File: src/ecc_arith_pkg.sv
// ECC arithmetic definitions
package ecc_arith_pkg;

    // ------------------------------
    // Widths
    // ------------------------------
    localparam int REG_SIZE   = 16;
    localparam int KEY_SIZE   = 16;
    localparam int ADDR_WIDTH = 3;
    localparam int INSTR_SIZE = 12;

    typedef logic [REG_SIZE-1:0]   reg_t;
    typedef logic [ADDR_WIDTH-1:0] addr_t;
    typedef logic [INSTR_SIZE-1:0] instr_t;
    typedef logic [2:0]            cmd_t;

    // Field prime and group order
    localparam reg_t P_PRIME = 16'd65521;
    localparam reg_t Q_ORDER = 16'd65519;

    // Host commands, bit 2 picks mod q
    localparam cmd_t CMD_ADD_P = 3'b001;
    localparam cmd_t CMD_SUB_P = 3'b010;
    localparam cmd_t CMD_EXP_P = 3'b011;
    localparam cmd_t CMD_ADD_Q = 3'b101;
    localparam cmd_t CMD_SUB_Q = 3'b110;
    localparam cmd_t CMD_EXP_Q = 3'b111;

    // ------------------------------
    // Microcode word layout
    // ------------------------------
    localparam int INSTR_ADDRB_LSB = 0;
    localparam int INSTR_ADDRA_LSB = 3;
    localparam int INSTR_WEB_BIT   = 6;
    localparam int INSTR_WEA_BIT   = 7;
    localparam int INSTR_SUB_BIT   = 8;
    localparam int INSTR_ADD_BIT   = 9;
    localparam int INSTR_MULT_BIT  = 10;
    localparam int INSTR_MODQ_BIT  = 11;

    // ROM word indices, two-word ladder programs first
    localparam logic [2:0] UC_D0_A = 3'd0;
    localparam logic [2:0] UC_D0_B = 3'd1;
    localparam logic [2:0] UC_D1_A = 3'd2;
    localparam logic [2:0] UC_D1_B = 3'd3;
    localparam logic [2:0] UC_ADD  = 3'd4;
    localparam logic [2:0] UC_SUB  = 3'd5;

    // Operand slots
    localparam addr_t SLOT_OPA = 3'd0;
    localparam addr_t SLOT_OPB = 3'd1;
    localparam addr_t SLOT_R0  = 3'd4;
    localparam addr_t SLOT_R1  = 3'd5;

    typedef enum logic [2:0] {
        IDLE,
        DIGIT,
        ISSUE,
        READ,
        EXEC,
        WRITE,
        NEXT
    } pm_state_e;

endpackage

File: src/ecc_arith_unit.sv
// ECC arithmetic unit top
`timescale 1ns/1ps
module ecc_arith_unit (
    input  logic                 clk,
    input  logic                 reset_n,
    // Host port
    input  ecc_arith_pkg::cmd_t  ecc_cmd_i,
    input  ecc_arith_pkg::addr_t addr_i,
    input  logic                 wr_op_sel_i,
    input  logic                 wr_en_i,
    input  logic                 rd_reg_i,
    input  ecc_arith_pkg::reg_t  data_i,
    output ecc_arith_pkg::reg_t  data_o,
    output logic                 busy_o
);

    ecc_arith_pkg::instr_t instr;
    ecc_arith_pkg::reg_t   opa;
    ecc_arith_pkg::reg_t   opb;
    ecc_arith_pkg::reg_t   add_res;
    ecc_arith_pkg::reg_t   mult_res;
    logic                  mult_done;
    logic                  mod_q;
    logic                  req_digit;
    logic                  busy;

    // Host side registers
    ecc_arith_pkg::addr_t                reg_addr_r;
    ecc_arith_pkg::reg_t                 reg_dinb_r;
    logic                                reg_web_r;
    logic [ecc_arith_pkg::KEY_SIZE-1:0]  secret_key;

    // Port B after the busy mux
    ecc_arith_pkg::addr_t addrb_mux;
    ecc_arith_pkg::reg_t  dinb_mux;
    logic                 web_mux;

    // ------------------------------
    // Sequencer
    // ------------------------------
    ecc_pm_ctrl u_pm_ctrl (
        .clk         (clk),
        .reset_n     (reset_n),
        .ecc_cmd_i   (ecc_cmd_i),
        .digit_i     (secret_key[ecc_arith_pkg::KEY_SIZE-1]),
        .mult_done_i (mult_done),
        .instr_o     (instr),
        .mod_q_o     (mod_q),
        .req_digit_o (req_digit),
        .busy_o      (busy)
    );

    // ------------------------------
    // Operand memory
    // ------------------------------
    ecc_ram_tdp_file #(
        .DATA_WIDTH (ecc_arith_pkg::REG_SIZE),
        .ADDR_WIDTH (ecc_arith_pkg::ADDR_WIDTH)
    ) u_ram (
        .clk_i   (clk),
        .reset_n (reset_n),
        .wea_i   (instr[ecc_arith_pkg::INSTR_WEA_BIT]),
        .addra_i (instr[ecc_arith_pkg::INSTR_ADDRA_LSB +: ecc_arith_pkg::ADDR_WIDTH]),
        .dina_i  (add_res),
        .douta_o (opa),
        .web_i   (web_mux),
        .addrb_i (addrb_mux),
        .dinb_i  (dinb_mux),
        .doutb_o (opb)
    );

    // Sequencer owns port B while busy
    assign addrb_mux = busy ? instr[ecc_arith_pkg::INSTR_ADDRB_LSB +: ecc_arith_pkg::ADDR_WIDTH]
                            : reg_addr_r;
    assign web_mux   = busy ? instr[ecc_arith_pkg::INSTR_WEB_BIT] : reg_web_r;
    assign dinb_mux  = busy ? mult_res : reg_dinb_r;

    // ------------------------------
    // Field arithmetic
    // ------------------------------
    ecc_fau u_fau (
        .clk         (clk),
        .reset_n     (reset_n),
        .add_en_i    (instr[ecc_arith_pkg::INSTR_ADD_BIT]),
        .sub_i       (instr[ecc_arith_pkg::INSTR_SUB_BIT]),
        .mult_en_i   (instr[ecc_arith_pkg::INSTR_MULT_BIT]),
        .mod_q_i     (mod_q),
        .opa_i       (opa),
        .opb_i       (opb),
        .add_res_o   (add_res),
        .mult_res_o  (mult_res),
        .mult_done_o (mult_done)
    );

    // Write strobe and read-back
    always_ff @(posedge clk or negedge reset_n) begin
        if (!reset_n) begin
            reg_web_r <= 1'b0;
            data_o    <= '0;
        end else begin
            reg_web_r <= wr_en_i && !wr_op_sel_i;
            data_o    <= rd_reg_i ? opb : '0;
        end
    end

    // Host address, write data and the scalar
    always_ff @(posedge clk) begin
        reg_addr_r <= addr_i;
        if (wr_en_i && !wr_op_sel_i) begin
            reg_dinb_r <= data_i;
        end
        if (wr_en_i && wr_op_sel_i) begin
            secret_key <= data_i;
        end else if (req_digit) begin
            // Rotate left, MSB goes out first
            secret_key <= {secret_key[ecc_arith_pkg::KEY_SIZE-2:0],
                           secret_key[ecc_arith_pkg::KEY_SIZE-1]};
        end
    end

    assign busy_o = busy;

endmodule

File: src/ecc_fau.sv
// Field arithmetic unit
`timescale 1ns/1ps
module ecc_fau (
    input  logic                clk,
    input  logic                reset_n,
    input  logic                add_en_i,
    input  logic                sub_i,
    input  logic                mult_en_i,
    input  logic                mod_q_i,
    input  ecc_arith_pkg::reg_t opa_i,
    input  ecc_arith_pkg::reg_t opb_i,
    output ecc_arith_pkg::reg_t add_res_o,
    output ecc_arith_pkg::reg_t mult_res_o,
    output logic                mult_done_o
);

    ecc_arith_pkg::reg_t              modulus;
    logic [ecc_arith_pkg::REG_SIZE:0] sum;
    logic [ecc_arith_pkg::REG_SIZE:0] diff;
    logic [ecc_arith_pkg::REG_SIZE:0] res_nxt;

    // Modulus select
    assign modulus = mod_q_i ? ecc_arith_pkg::Q_ORDER : ecc_arith_pkg::P_PRIME;

    // ------------------------------
    // Modular add/sub
    // ------------------------------
    always_comb begin
        sum  = {1'b0, opa_i} + {1'b0, opb_i};
        diff = {1'b0, opa_i} - {1'b0, opb_i};
        if (sub_i) begin
            // Borrow out means a < b, add m back
            res_nxt = diff[ecc_arith_pkg::REG_SIZE] ? diff + {1'b0, modulus} : diff;
        end else begin
            res_nxt = (sum >= {1'b0, modulus}) ? sum - {1'b0, modulus} : sum;
        end
    end

    always_ff @(posedge clk) begin
        if (add_en_i) begin
            add_res_o <= res_nxt[ecc_arith_pkg::REG_SIZE-1:0];
        end
    end

    // Multiplier
    ecc_mod_mult u_mod_mult (
        .clk       (clk),
        .reset_n   (reset_n),
        .start_i   (mult_en_i),
        .opa_i     (opa_i),
        .opb_i     (opb_i),
        .modulus_i (modulus),
        .res_o     (mult_res_o),
        .done_o    (mult_done_o)
    );

endmodule

File: src/ecc_mod_mult.sv
// Interleaved modular multiplier
`timescale 1ns/1ps
module ecc_mod_mult (
    input  logic                clk,
    input  logic                reset_n,
    input  logic                start_i,
    input  ecc_arith_pkg::reg_t opa_i,
    input  ecc_arith_pkg::reg_t opb_i,
    input  ecc_arith_pkg::reg_t modulus_i,
    output ecc_arith_pkg::reg_t res_o,
    output logic                done_o
);

    ecc_arith_pkg::reg_t opa_sh;
    ecc_arith_pkg::reg_t opb_r;
    ecc_arith_pkg::reg_t mod_r;
    ecc_arith_pkg::reg_t acc;

    // One extra bit for the carry of double and add
    logic [ecc_arith_pkg::REG_SIZE:0] dbl;
    logic [ecc_arith_pkg::REG_SIZE:0] dbl_red;
    logic [ecc_arith_pkg::REG_SIZE:0] sum;
    logic [ecc_arith_pkg::REG_SIZE:0] sum_red;

    logic [$clog2(ecc_arith_pkg::REG_SIZE)-1:0] step_cnt;
    logic                                       running;

    // ------------------------------
    // One step of the scan
    // ------------------------------
    always_comb begin
        // Double, acc below m so one subtraction is enough
        dbl     = {acc, 1'b0};
        dbl_red = (dbl >= {1'b0, mod_r}) ? dbl - {1'b0, mod_r} : dbl;
        // Add B when the current A bit is set
        sum     = dbl_red + (opa_sh[ecc_arith_pkg::REG_SIZE-1] ? {1'b0, opb_r} : '0);
        sum_red = (sum >= {1'b0, mod_r}) ? sum - {1'b0, mod_r} : sum;
    end

    // Step counter and done pulse
    always_ff @(posedge clk or negedge reset_n) begin
        if (!reset_n) begin
            running  <= 1'b0;
            step_cnt <= '0;
            done_o   <= 1'b0;
        end else begin
            done_o <= 1'b0;
            if (start_i) begin
                running  <= 1'b1;
                step_cnt <= $bits(step_cnt)'(ecc_arith_pkg::REG_SIZE - 1);
            end else if (running) begin
                if (step_cnt == '0) begin
                    running <= 1'b0;
                    done_o  <= 1'b1;
                end else begin
                    step_cnt <= step_cnt - 1'b1;
                end
            end
        end
    end

    // Operands latched at start, A scanned MSB first
    always_ff @(posedge clk) begin
        if (start_i) begin
            opa_sh <= opa_i;
            opb_r  <= opb_i;
            mod_r  <= modulus_i;
            acc    <= '0;
        end else if (running) begin
            opa_sh <= {opa_sh[ecc_arith_pkg::REG_SIZE-2:0], 1'b0};
            acc    <= sum_red[ecc_arith_pkg::REG_SIZE-1:0];
        end
    end

    // Accumulator holds the product after the last step
    assign res_o = acc;

endmodule

File: src/ecc_pm_ctrl.sv
// Microcode sequencer
`timescale 1ns/1ps
module ecc_pm_ctrl (
    input  logic                  clk,
    input  logic                  reset_n,
    input  ecc_arith_pkg::cmd_t   ecc_cmd_i,
    input  logic                  digit_i,
    input  logic                  mult_done_i,
    output ecc_arith_pkg::instr_t instr_o,
    output logic                  mod_q_o,
    output logic                  req_digit_o,
    output logic                  busy_o
);

    ecc_arith_pkg::pm_state_e                   state;
    ecc_arith_pkg::instr_t                      rom_word;
    logic [2:0]                                 uc_idx;
    logic [$clog2(ecc_arith_pkg::KEY_SIZE)-1:0] digit_cnt;
    logic                                       mod_q_r;

    // Multiply word, product written back at the B slot
    function automatic ecc_arith_pkg::instr_t uc_mult(ecc_arith_pkg::addr_t a,
                                                      ecc_arith_pkg::addr_t b);
        ecc_arith_pkg::instr_t w;
        w = '0;
        w[ecc_arith_pkg::INSTR_ADDRA_LSB +: ecc_arith_pkg::ADDR_WIDTH] = a;
        w[ecc_arith_pkg::INSTR_ADDRB_LSB +: ecc_arith_pkg::ADDR_WIDTH] = b;
        w[ecc_arith_pkg::INSTR_MULT_BIT] = 1'b1;
        w[ecc_arith_pkg::INSTR_WEB_BIT]  = 1'b1;
        return w;
    endfunction

    // Add or sub word over slot0 and slot1, result to slot0
    function automatic ecc_arith_pkg::instr_t uc_add(logic sub);
        ecc_arith_pkg::instr_t w;
        w = '0;
        w[ecc_arith_pkg::INSTR_ADDRA_LSB +: ecc_arith_pkg::ADDR_WIDTH] = ecc_arith_pkg::SLOT_OPA;
        w[ecc_arith_pkg::INSTR_ADDRB_LSB +: ecc_arith_pkg::ADDR_WIDTH] = ecc_arith_pkg::SLOT_OPB;
        w[ecc_arith_pkg::INSTR_ADD_BIT] = 1'b1;
        w[ecc_arith_pkg::INSTR_SUB_BIT] = sub;
        w[ecc_arith_pkg::INSTR_WEA_BIT] = 1'b1;
        return w;
    endfunction

    // ------------------------------
    // Microcode ROM
    // ------------------------------
    always_comb begin
        case (uc_idx)
            // Digit 0: R1 = R0*R1, then R0 = R0*R0
            ecc_arith_pkg::UC_D0_A: rom_word = uc_mult(ecc_arith_pkg::SLOT_R0, ecc_arith_pkg::SLOT_R1);
            ecc_arith_pkg::UC_D0_B: rom_word = uc_mult(ecc_arith_pkg::SLOT_R0, ecc_arith_pkg::SLOT_R0);
            // Digit 1: R0 = R1*R0, then R1 = R1*R1
            ecc_arith_pkg::UC_D1_A: rom_word = uc_mult(ecc_arith_pkg::SLOT_R1, ecc_arith_pkg::SLOT_R0);
            ecc_arith_pkg::UC_D1_B: rom_word = uc_mult(ecc_arith_pkg::SLOT_R1, ecc_arith_pkg::SLOT_R1);
            ecc_arith_pkg::UC_ADD:  rom_word = uc_add(1'b0);
            ecc_arith_pkg::UC_SUB:  rom_word = uc_add(1'b1);
            default:                rom_word = '0;
        endcase
    end

    // ------------------------------
    // Sequencer FSM
    // ------------------------------
    always_ff @(posedge clk or negedge reset_n) begin
        if (!reset_n) begin
            state     <= ecc_arith_pkg::IDLE;
            uc_idx    <= '0;
            digit_cnt <= '0;
            mod_q_r   <= 1'b0;
        end else begin
            case (state)
                ecc_arith_pkg::IDLE: begin
                    digit_cnt <= '0;
                    case (ecc_cmd_i)
                        ecc_arith_pkg::CMD_ADD_P, ecc_arith_pkg::CMD_ADD_Q: begin
                            uc_idx  <= ecc_arith_pkg::UC_ADD;
                            mod_q_r <= ecc_cmd_i[2];
                            state   <= ecc_arith_pkg::ISSUE;
                        end
                        ecc_arith_pkg::CMD_SUB_P, ecc_arith_pkg::CMD_SUB_Q: begin
                            uc_idx  <= ecc_arith_pkg::UC_SUB;
                            mod_q_r <= ecc_cmd_i[2];
                            state   <= ecc_arith_pkg::ISSUE;
                        end
                        ecc_arith_pkg::CMD_EXP_P, ecc_arith_pkg::CMD_EXP_Q: begin
                            mod_q_r <= ecc_cmd_i[2];
                            state   <= ecc_arith_pkg::DIGIT;
                        end
                        default: ;
                    endcase
                end
                // Scalar MSB picks the ladder program
                ecc_arith_pkg::DIGIT: begin
                    uc_idx <= digit_i ? ecc_arith_pkg::UC_D1_A : ecc_arith_pkg::UC_D0_A;
                    state  <= ecc_arith_pkg::ISSUE;
                end
                // Addresses out, operands valid next cycle
                ecc_arith_pkg::ISSUE: state <= ecc_arith_pkg::READ;
                ecc_arith_pkg::READ:  state <= ecc_arith_pkg::EXEC;
                // Add words go straight on
                ecc_arith_pkg::EXEC: begin
                    if (!rom_word[ecc_arith_pkg::INSTR_MULT_BIT] || mult_done_i) begin
                        state <= ecc_arith_pkg::WRITE;
                    end
                end
                ecc_arith_pkg::WRITE: state <= ecc_arith_pkg::NEXT;
                ecc_arith_pkg::NEXT: begin
                    if (uc_idx == ecc_arith_pkg::UC_ADD || uc_idx == ecc_arith_pkg::UC_SUB) begin
                        state <= ecc_arith_pkg::IDLE;
                    end else if (uc_idx == ecc_arith_pkg::UC_D0_A ||
                                 uc_idx == ecc_arith_pkg::UC_D1_A) begin
                        // Second word of the digit program
                        uc_idx <= uc_idx + 3'd1;
                        state  <= ecc_arith_pkg::ISSUE;
                    end else if (digit_cnt == $bits(digit_cnt)'(ecc_arith_pkg::KEY_SIZE - 1)) begin
                        state <= ecc_arith_pkg::IDLE;
                    end else begin
                        digit_cnt <= digit_cnt + 1'b1;
                        state     <= ecc_arith_pkg::DIGIT;
                    end
                end
                default: state <= ecc_arith_pkg::IDLE;
            endcase
        end
    end

    // ------------------------------
    // Instruction issue
    // ------------------------------
    always_comb begin
        instr_o = rom_word;
        // Write enables only in WRITE
        instr_o[ecc_arith_pkg::INSTR_WEA_BIT] = rom_word[ecc_arith_pkg::INSTR_WEA_BIT] &&
                                                (state == ecc_arith_pkg::WRITE);
        instr_o[ecc_arith_pkg::INSTR_WEB_BIT] = rom_word[ecc_arith_pkg::INSTR_WEB_BIT] &&
                                                (state == ecc_arith_pkg::WRITE);
        // One-cycle FAU strobes in READ
        instr_o[ecc_arith_pkg::INSTR_MULT_BIT] = rom_word[ecc_arith_pkg::INSTR_MULT_BIT] &&
                                                 (state == ecc_arith_pkg::READ);
        instr_o[ecc_arith_pkg::INSTR_ADD_BIT]  = rom_word[ecc_arith_pkg::INSTR_ADD_BIT] &&
                                                 (state == ecc_arith_pkg::READ);
        instr_o[ecc_arith_pkg::INSTR_MODQ_BIT] = mod_q_r;
    end

    assign mod_q_o     = mod_q_r;
    assign req_digit_o = (state == ecc_arith_pkg::DIGIT);
    assign busy_o      = (state != ecc_arith_pkg::IDLE);

endmodule

File: src/ecc_ram_tdp_file.sv
// Dual-port operand memory
`timescale 1ns/1ps
module ecc_ram_tdp_file #(
    parameter int DATA_WIDTH = ecc_arith_pkg::REG_SIZE,
    parameter int ADDR_WIDTH = ecc_arith_pkg::ADDR_WIDTH
) (
    input  logic                  clk_i,
    input  logic                  reset_n,
    // Port A
    input  logic                  wea_i,
    input  logic [ADDR_WIDTH-1:0] addra_i,
    input  logic [DATA_WIDTH-1:0] dina_i,
    output logic [DATA_WIDTH-1:0] douta_o,
    // Port B
    input  logic                  web_i,
    input  logic [ADDR_WIDTH-1:0] addrb_i,
    input  logic [DATA_WIDTH-1:0] dinb_i,
    output logic [DATA_WIDTH-1:0] doutb_o
);

    logic [DATA_WIDTH-1:0] mem [2**ADDR_WIDTH];

    // ------------------------------
    // Write side
    // ------------------------------
    // Both ports land in one process over the shared array
    always_ff @(posedge clk_i) begin
        if (wea_i) begin
            mem[addra_i] <= dina_i;
        end
        if (web_i) begin
            mem[addrb_i] <= dinb_i;
        end
    end

    // ------------------------------
    // Read side
    // ------------------------------
    // Registered outputs, old data on a same-port write
    always_ff @(posedge clk_i or negedge reset_n) begin
        if (!reset_n) begin
            douta_o <= '0;
            doutb_o <= '0;
        end else begin
            douta_o <= mem[addra_i];
            doutb_o <= mem[addrb_i];
        end
    end

endmodule

File: config.mk
export PLATFORM = sky130hd
export DESIGN_NAME = ecc_arith_unit
export DESIGN_NICKNAME = d
export VERILOG_FILES = /design/src/ecc_arith_pkg.sv /design/src/ecc_arith_unit.sv /design/src/ecc_fau.sv /design/src/ecc_mod_mult.sv /design/src/ecc_pm_ctrl.sv /design/src/ecc_ram_tdp_file.sv
export SDC_FILE = /design/constraint.sdc
export NUM_CORES = 1
export LEC_CHECK = 0
export ABC_AREA = 1
export BUFFER_PORTS_ARGS = -buffer_cell sky130_fd_sc_hd__buf_2
export CAP_MARGIN = 10
export CORE_ASPECT_RATIO = 1.1
export CORE_UTILIZATION = 35
export DETAILED_ROUTE_END_ITERATION = 10
export GPL_ROUTABILITY_DRIVEN = 0
export PLACE_DENSITY = 0.54
export RECOVER_POWER = 25
export SLEW_MARGIN = 20
export SYNTH_ARGS = -nofsm -noshare
export SYNTH_HDL_FRONTEND = slang
export SYNTH_HIERARCHICAL = 1
export SYNTH_SLANG_ARGS = --single-unit
File: constraint.sdc
create_clock -name clk -period 5.5 [get_ports clk]
set_input_delay 0.275 -clock clk [delete_from_list [all_inputs] [get_ports clk]]
set_output_delay 0.275 -clock clk [all_outputs]
set_load 0.03 [all_outputs]
* After elaboration in Yosys (flattened, before gate mapping)
Memory sizes are Yosys's and may differ from the RTL's. A register that Yosys moved wholly into a read port is not among the register bits.
Index checks and enable logic that the tools add are counted.
Widths: inputs -> output; s select.
** Word-level totals
- Register bits :: 149
- Latch bits :: 0
- RAM bits :: 128
- Memory bits (read-only) :: 0
- Output and inout port bits :: 17
- Logic and storage cells :: 136
- Memories kept :: 1
** Memory list
- u_ram.mem :: depth 8, width 16, rd ports 2, clocked after Yosys merged registers in 2, wr ports 1, line ecc_ram_tdp_file.sv:21 : logic [DATA_WIDTH-1:0] mem [2**ADDR_WIDTH];
** Cells by class
- Add/sub/neg operators :: 10
- $mul :: 0
- Div/mod/pow operators :: 0
- Magnitude comparators :: 3
- Equality and inequality tests :: 26
- Shifts and indexed selects :: 0
- Multiplexer cells :: 47
- Bitwise gates (word level) :: 0
- Reduce and logical (&&, ||, !) cells :: 32
** Operators by type and width (number)
- $mux 16 :: 12
- $pmux 11 s6 :: 1
- $ge 17x16->1 :: 3
- $sub 16x16->16 :: 2
- $eq 3x3->1 const B :: 8
- $mux 4 :: 6
- $mux 3 :: 7
- $pmux 3 s7 :: 1
- $eq 3x2->1 const B :: 6
- $add 16x16->17 :: 1
- $add 17x16->17 :: 1
- $mux 17 :: 1
- $sub 16x16->17 :: 1
- $sub 17x16->17 :: 1
- $add 16x16->16 :: 1
- $reduce_or 16->1 :: 1
- $mux 1 :: 13
- $pmux 3 s2 :: 2
- $eq 3x1->1 const B :: 3
- $pmux 3 s3 :: 1
- $pmux 4 s2 :: 1
- $reduce_and 4->1 :: 2
- $logic_and 1x1->1 :: 6
- $logic_not 3->1 :: 2
- other kinds (18) :: 35

* Depth between registers and ports, before layout
- Depth after elaboration :: 8
- Depth in mapped cells :: 38
- Mapped depth without buffers :: 37

* Modules after synthesis
The synthesis kept the hierarchy.
** By module, submodules not included
- ecc_ram_tdp_file :: instances 1, cells each 1179, area an instance 9142.5 µm², seq. area each 4644.5 µm²
- ecc_mod_mult :: instances 1, cells each 763, area an instance 5587.9 µm², seq. area each 1911.8 µm²
- ecc_fau :: instances 1, cells each 639, area an instance 3881.2 µm², seq. area each 480.5 µm²
- ecc_arith_unit :: instances 1, cells each 208, area an instance 2152.1 µm², seq. area each 1446.4 µm²
- ecc_pm_ctrl :: instances 1, cells each 138, area an instance 909.6 µm², seq. area each 275.3 µm²

* Worst setup path before layout
No wires, ideal clock.
- Path type :: register to register
- From :: register u_fau.u_mod_mult.mod_r[1]
- To :: register u_fau.u_mod_mult.acc[4], in the netlist u_fau/u_mod_mult/res_o[4]
- Setup time :: 59 ps
- Data arrival time :: 4517 ps
- Required time :: 5441 ps
- Setup slack :: 925 ps
- Stages on the path, launching flop included :: 37
- Clock period less this slack :: 4575 ps
- Path through :: edfxtp_1 > inv_1 > ha_1 > ha_1 > inv_1 > nor2_1 > nand2_1 > o21ai_1 > nor2_1 > nand2_4 > inv_1 > buf_2 > nor2_1 > ha_1 > inv_1 > fa_1 > inv_1 > nand3_1 > nand2_1 > nand2_1 > nand2_1 > inv_1 > o21ai_0 > xor2_1 > inv_1 > ha_1 > nand2_1 > nor2_1 > and2_1 > nand4_1 > nor2_1 > nor2_2 > nand4_4 > buf_12 > nand2_2 > nand3_1 > nand2_1
** Between the ends
- Word-level cells in the longest chain between the ends :: 5
- Elaborated cells between the ends (all ways) :: 7
** Ends and longest elaborated chain
- from (decl) :: line ecc_mod_mult.sv:16 : ecc_arith_pkg::reg_t mod_r;
- from (signal assigned) :: line ecc_mod_mult.sv:67 : mod_r <= modulus_i;
- $sub 17x16->17 / $ge 17x16->1 (equally long branches) :: line ecc_mod_mult.sv:34 : dbl_red = (dbl >= {1'b0, mod_r}) ? dbl - {1'b0, mod_r} : dbl;
- $mux 17 :: line ecc_mod_mult.sv:34
- $add 17x16->17 :: line ecc_mod_mult.sv:36 : sum = dbl_red + (opa_sh[ecc_arith_pkg::REG_SIZE-1] ? {1'b0, opb_r} : '0);
- $sub 16x16->16 / $ge 17x16->1 (equally long branches) :: line ecc_mod_mult.sv:37 : sum_red = (sum >= {1'b0, mod_r}) ? sum - {1'b0, mod_r} : sum;
- $mux 16 (*) :: line ecc_mod_mult.sv:37
- to (signal assigned) :: line ecc_mod_mult.sv:71 : acc <= sum_red[ecc_arith_pkg::REG_SIZE-1:0];
- to (decl) :: line ecc_mod_mult.sv:17 : ecc_arith_pkg::reg_t acc;
Every way passes the cells marked *; elsewhere a longest branch is shown, timed or not.
A chain may end at the register's enable or synchronous reset.

* Worst setup path in the final report
- From :: register u_fau.u_mod_mult.mod_r[8]
- To :: register u_fau.u_mod_mult.acc[4], in the netlist u_fau/u_mod_mult/res_o[4]
** Between the ends
- Word-level cells in the longest chain between the ends :: 5
- Elaborated cells between the ends (all ways) :: 7
** Ends and longest elaborated chain (line)
- $sub 17x16->17 / $ge 17x16->1 (equally long branches) :: ecc_mod_mult.sv:34
- $mux 17 :: ecc_mod_mult.sv:34
- $add 17x16->17 :: ecc_mod_mult.sv:36
- $ge 17x16->1 / $sub 16x16->16 (equally long branches) :: ecc_mod_mult.sv:37
- $mux 16 (*) :: ecc_mod_mult.sv:37
Marked as above.

==> metrics.csv <==
metric;value;unit
CP Max Fanout;16;
Clock transition at path regs;0.07;ns
root buf cell;clkbuf_16;
Buf+Inv Stages, Crit Path;7;
Core Util, Final;0.388;
vias in the first global route;18016;
CP Capture Type;flop;
Clock Latency Late Sink;0.55;ns
cell area after synthesis;0.0217;mm^2
Worst Setup Start Kind;flop;
final-layout fill cell count;6372;
syn avg cell area;7.40;um^2
reg2reg end;u_fau/u_mod_mult/res_o[4]$_SDFFE_PP0P_;
via count of the routed design;18870;
CP Class;reg -> reg;
H-tree levels;2;
Bufs on Longest Clock Path;3;
layout cell share with drive strength beyond 1;0.0901;
die span in y;263;um
Slew HR;-1.51;
cell depth of the worst hold path;3;
die area;0.0629;mm^2
highest cell delay on the worst timing path;0.40;ns
failing checks;max-capacitance violations, max-slew violations;
Worst Reg-to-Reg Cells;34;
CP startpoint;u_fau/u_mod_mult/mod_r[8]$_DFFE_PP_;
clk sinks;309;
final hold vios;0;
flop2flop setup slack;0.34;ns
Port Buffer Count;43;
Period Utilization, post-route;0.937;
Max-Cap Viols;1;
DPL Wire Length;47.6;mm
core box area;0.0611;mm^2
# DRC;0;
post-route ant nets;0;
Min-Delay Path Class;in -> reg;
critical path data required time;5.95;ns
wirelength, routed;67.6;mm
RR Startpoint;u_fau/u_mod_mult/mod_r[8]$_DFFE_PP_;
Die X;239;um
# rows;95;
Slew Viols, Final;67;
worst slew pin tran;3.76;ns
Pre-Repair DR Iteration Count;8;
endpoints failing setup;0;
Area growth syn-to-layout;9.55;%
Starting Density;0.355;
Slowest cell on crit path;fa_1;
TritonCTS buffer count;35;
Final Critical Period;5.16;ns
Remaining Overflow, GRT;0;
IO Pins;44;
initial antenna violation count;4;
largest net degree at the start of global routing;67;
synthesis warning total;6;
worst hold path startpoint;rd_reg_i;
clk_skew;0.0266;ns
Max Clock Freq;0.194;GHz
Synth Instances;2926;
hold slack;0.0939;ns
WP data arrival;5.60;ns
Layout Nets;3083;
Top delay family on crit path;simple AND/OR/NAND/NOR gates;
status;finished with violations;
Vias/cell;4.97;
routed len/inst;17.8;um
hold worst-path end;data_o[1]$_DFF_PN0_;
CTS tree;done;
GRT Total Usage;0.216;
DR iter-0 viols;1574;
wire length of the first global-routing pass;104;mm
-- state kept, by name, summed over array words and instances, names as in the netlist, 3 cells and up --
name	count
u_pm_ctrl/uc_idx	3
u_fau/u_mod_mult/opa_sh	16
u_ram/douta_o	16
reg_dinb_r	16
data_o	16
u_fau/u_mod_mult/res_o	16
secret_key	16
u_fau/u_mod_mult/opb_r	16
u_pm_ctrl/state	3
u_pm_ctrl/digit_cnt	4
u_ram/mem	128
u_fau/add_res_o	16
u_fau/u_mod_mult/mod_r	16
reg_addr_r	3
u_fau/u_mod_mult/step_cnt	4
u_ram/doutb_o	16
-- worst register-to-register path: cells and delay by family (launching register included) --
kind | cells | cell delay, ns
xor+xnor | 1 | 0.29
flops | 1 | 0.32
fa+ha+maj | 4 | 1.27
compound gates | 1 | 0.14
simple gates | 21 | 2.29
buf+inv | 7 | 0.73
-- stage by stage --
step,setup WS [ns],cells,TNS (ns),area [um^2]
2_1_floorplan,0.925,2938,0,21700
3_3_place_gp,0.161,3713,0,22400
3_5_place_dp,0.0665,3713,0,22400
4_1_cts,0.0516,3794,0,23700
5_1_grt,-0.00329,3800,-0.00389,23700
6_report,0.345,3800,0,23700
-- cell usage in the layout, fill, tap and decap left out, types with 6 or more instances in the layout --
master / n
nand3b_1: 8
conb_1: 14
nand2_4: 11
ha_1: 93
xor2_1: 33
nor2_2: 14
clkbuf_16: 35
buf_4: 34
nand2_2: 36
o21ai_1: 58
inv_2: 21
nor2_4: 12
dlygate4sd3_1: 21
nand3_1: 220
xnor2_1: 24
nor3_1: 12
nor2_1: 92
fa_1: 7
o21ai_0: 130
nand4_1: 60
a31oi_1: 7
inv_1: 409
nand2_1: 1091
a21oi_1: 65
clkinv_1: 9
clkbuf_1: 27
buf_2: 25
o21bai_1: 6
dfxtp_1: 19
edfxtp_1: 224
dfrtp_1: 66
o21ai_2: 19
nand3_2: 8
or2_2: 17
-- worst max path at each step --
stage	endpoint	slack (ns)	cells past startpoint
after floorplan	u_fau/u_mod_mult/res_o[4]$_SDFFE_PP0P_	0.92	36
after global placement	u_fau/u_mod_mult/res_o[10]$_SDFFE_PP0P_	0.16	33
after detailed placement	u_fau/u_mod_mult/res_o[8]$_SDFFE_PP0P_	0.07	33
after CTS	u_fau/u_mod_mult/res_o[13]$_SDFFE_PP0P_	0.05	33
after global routing	u_fau/u_mod_mult/res_o[10]$_SDFFE_PP0P_	-0.003	34
final	u_fau/u_mod_mult/res_o[4]$_SDFFE_PP0P_	0.34	34
-- per-layer routing --
layer  vias up  share of wire  global-route usage
met5         -              0                   0
met4         0          0.045              0.0956
met3       131          0.053              0.0253
met2       645           0.47               0.363
met1      8749           0.43               0.278
li1       9345              -                   -
-- final cells by class --
type,instances,area [um^2],area share
multi-input combinational,2070,10600,0.445
clock inverter,16,114,0.00480
timing repair buffer,101,686,0.0289
tap,824,1030,0.0434
clock buffer,44,930,0.0392
antenna,1,2.50,0.000105
timing repair inverter,1,7.51,0.000316
sequential,309,8760,0.369
inverter,434,1630,0.0688
-- what timing repair did --
item                                   in CTS  in global routing
setup buffers                               0                  4
hold buffers                               21                  0
gates resized for setup                     0                 12
endpoints found under the hold margin      86                  0
setup endpoints to repair                   0                 16
Power is left out: the tool's default activity adds up to more than one toggle a clock period on the data nets, which glitch-free logic cannot reach.
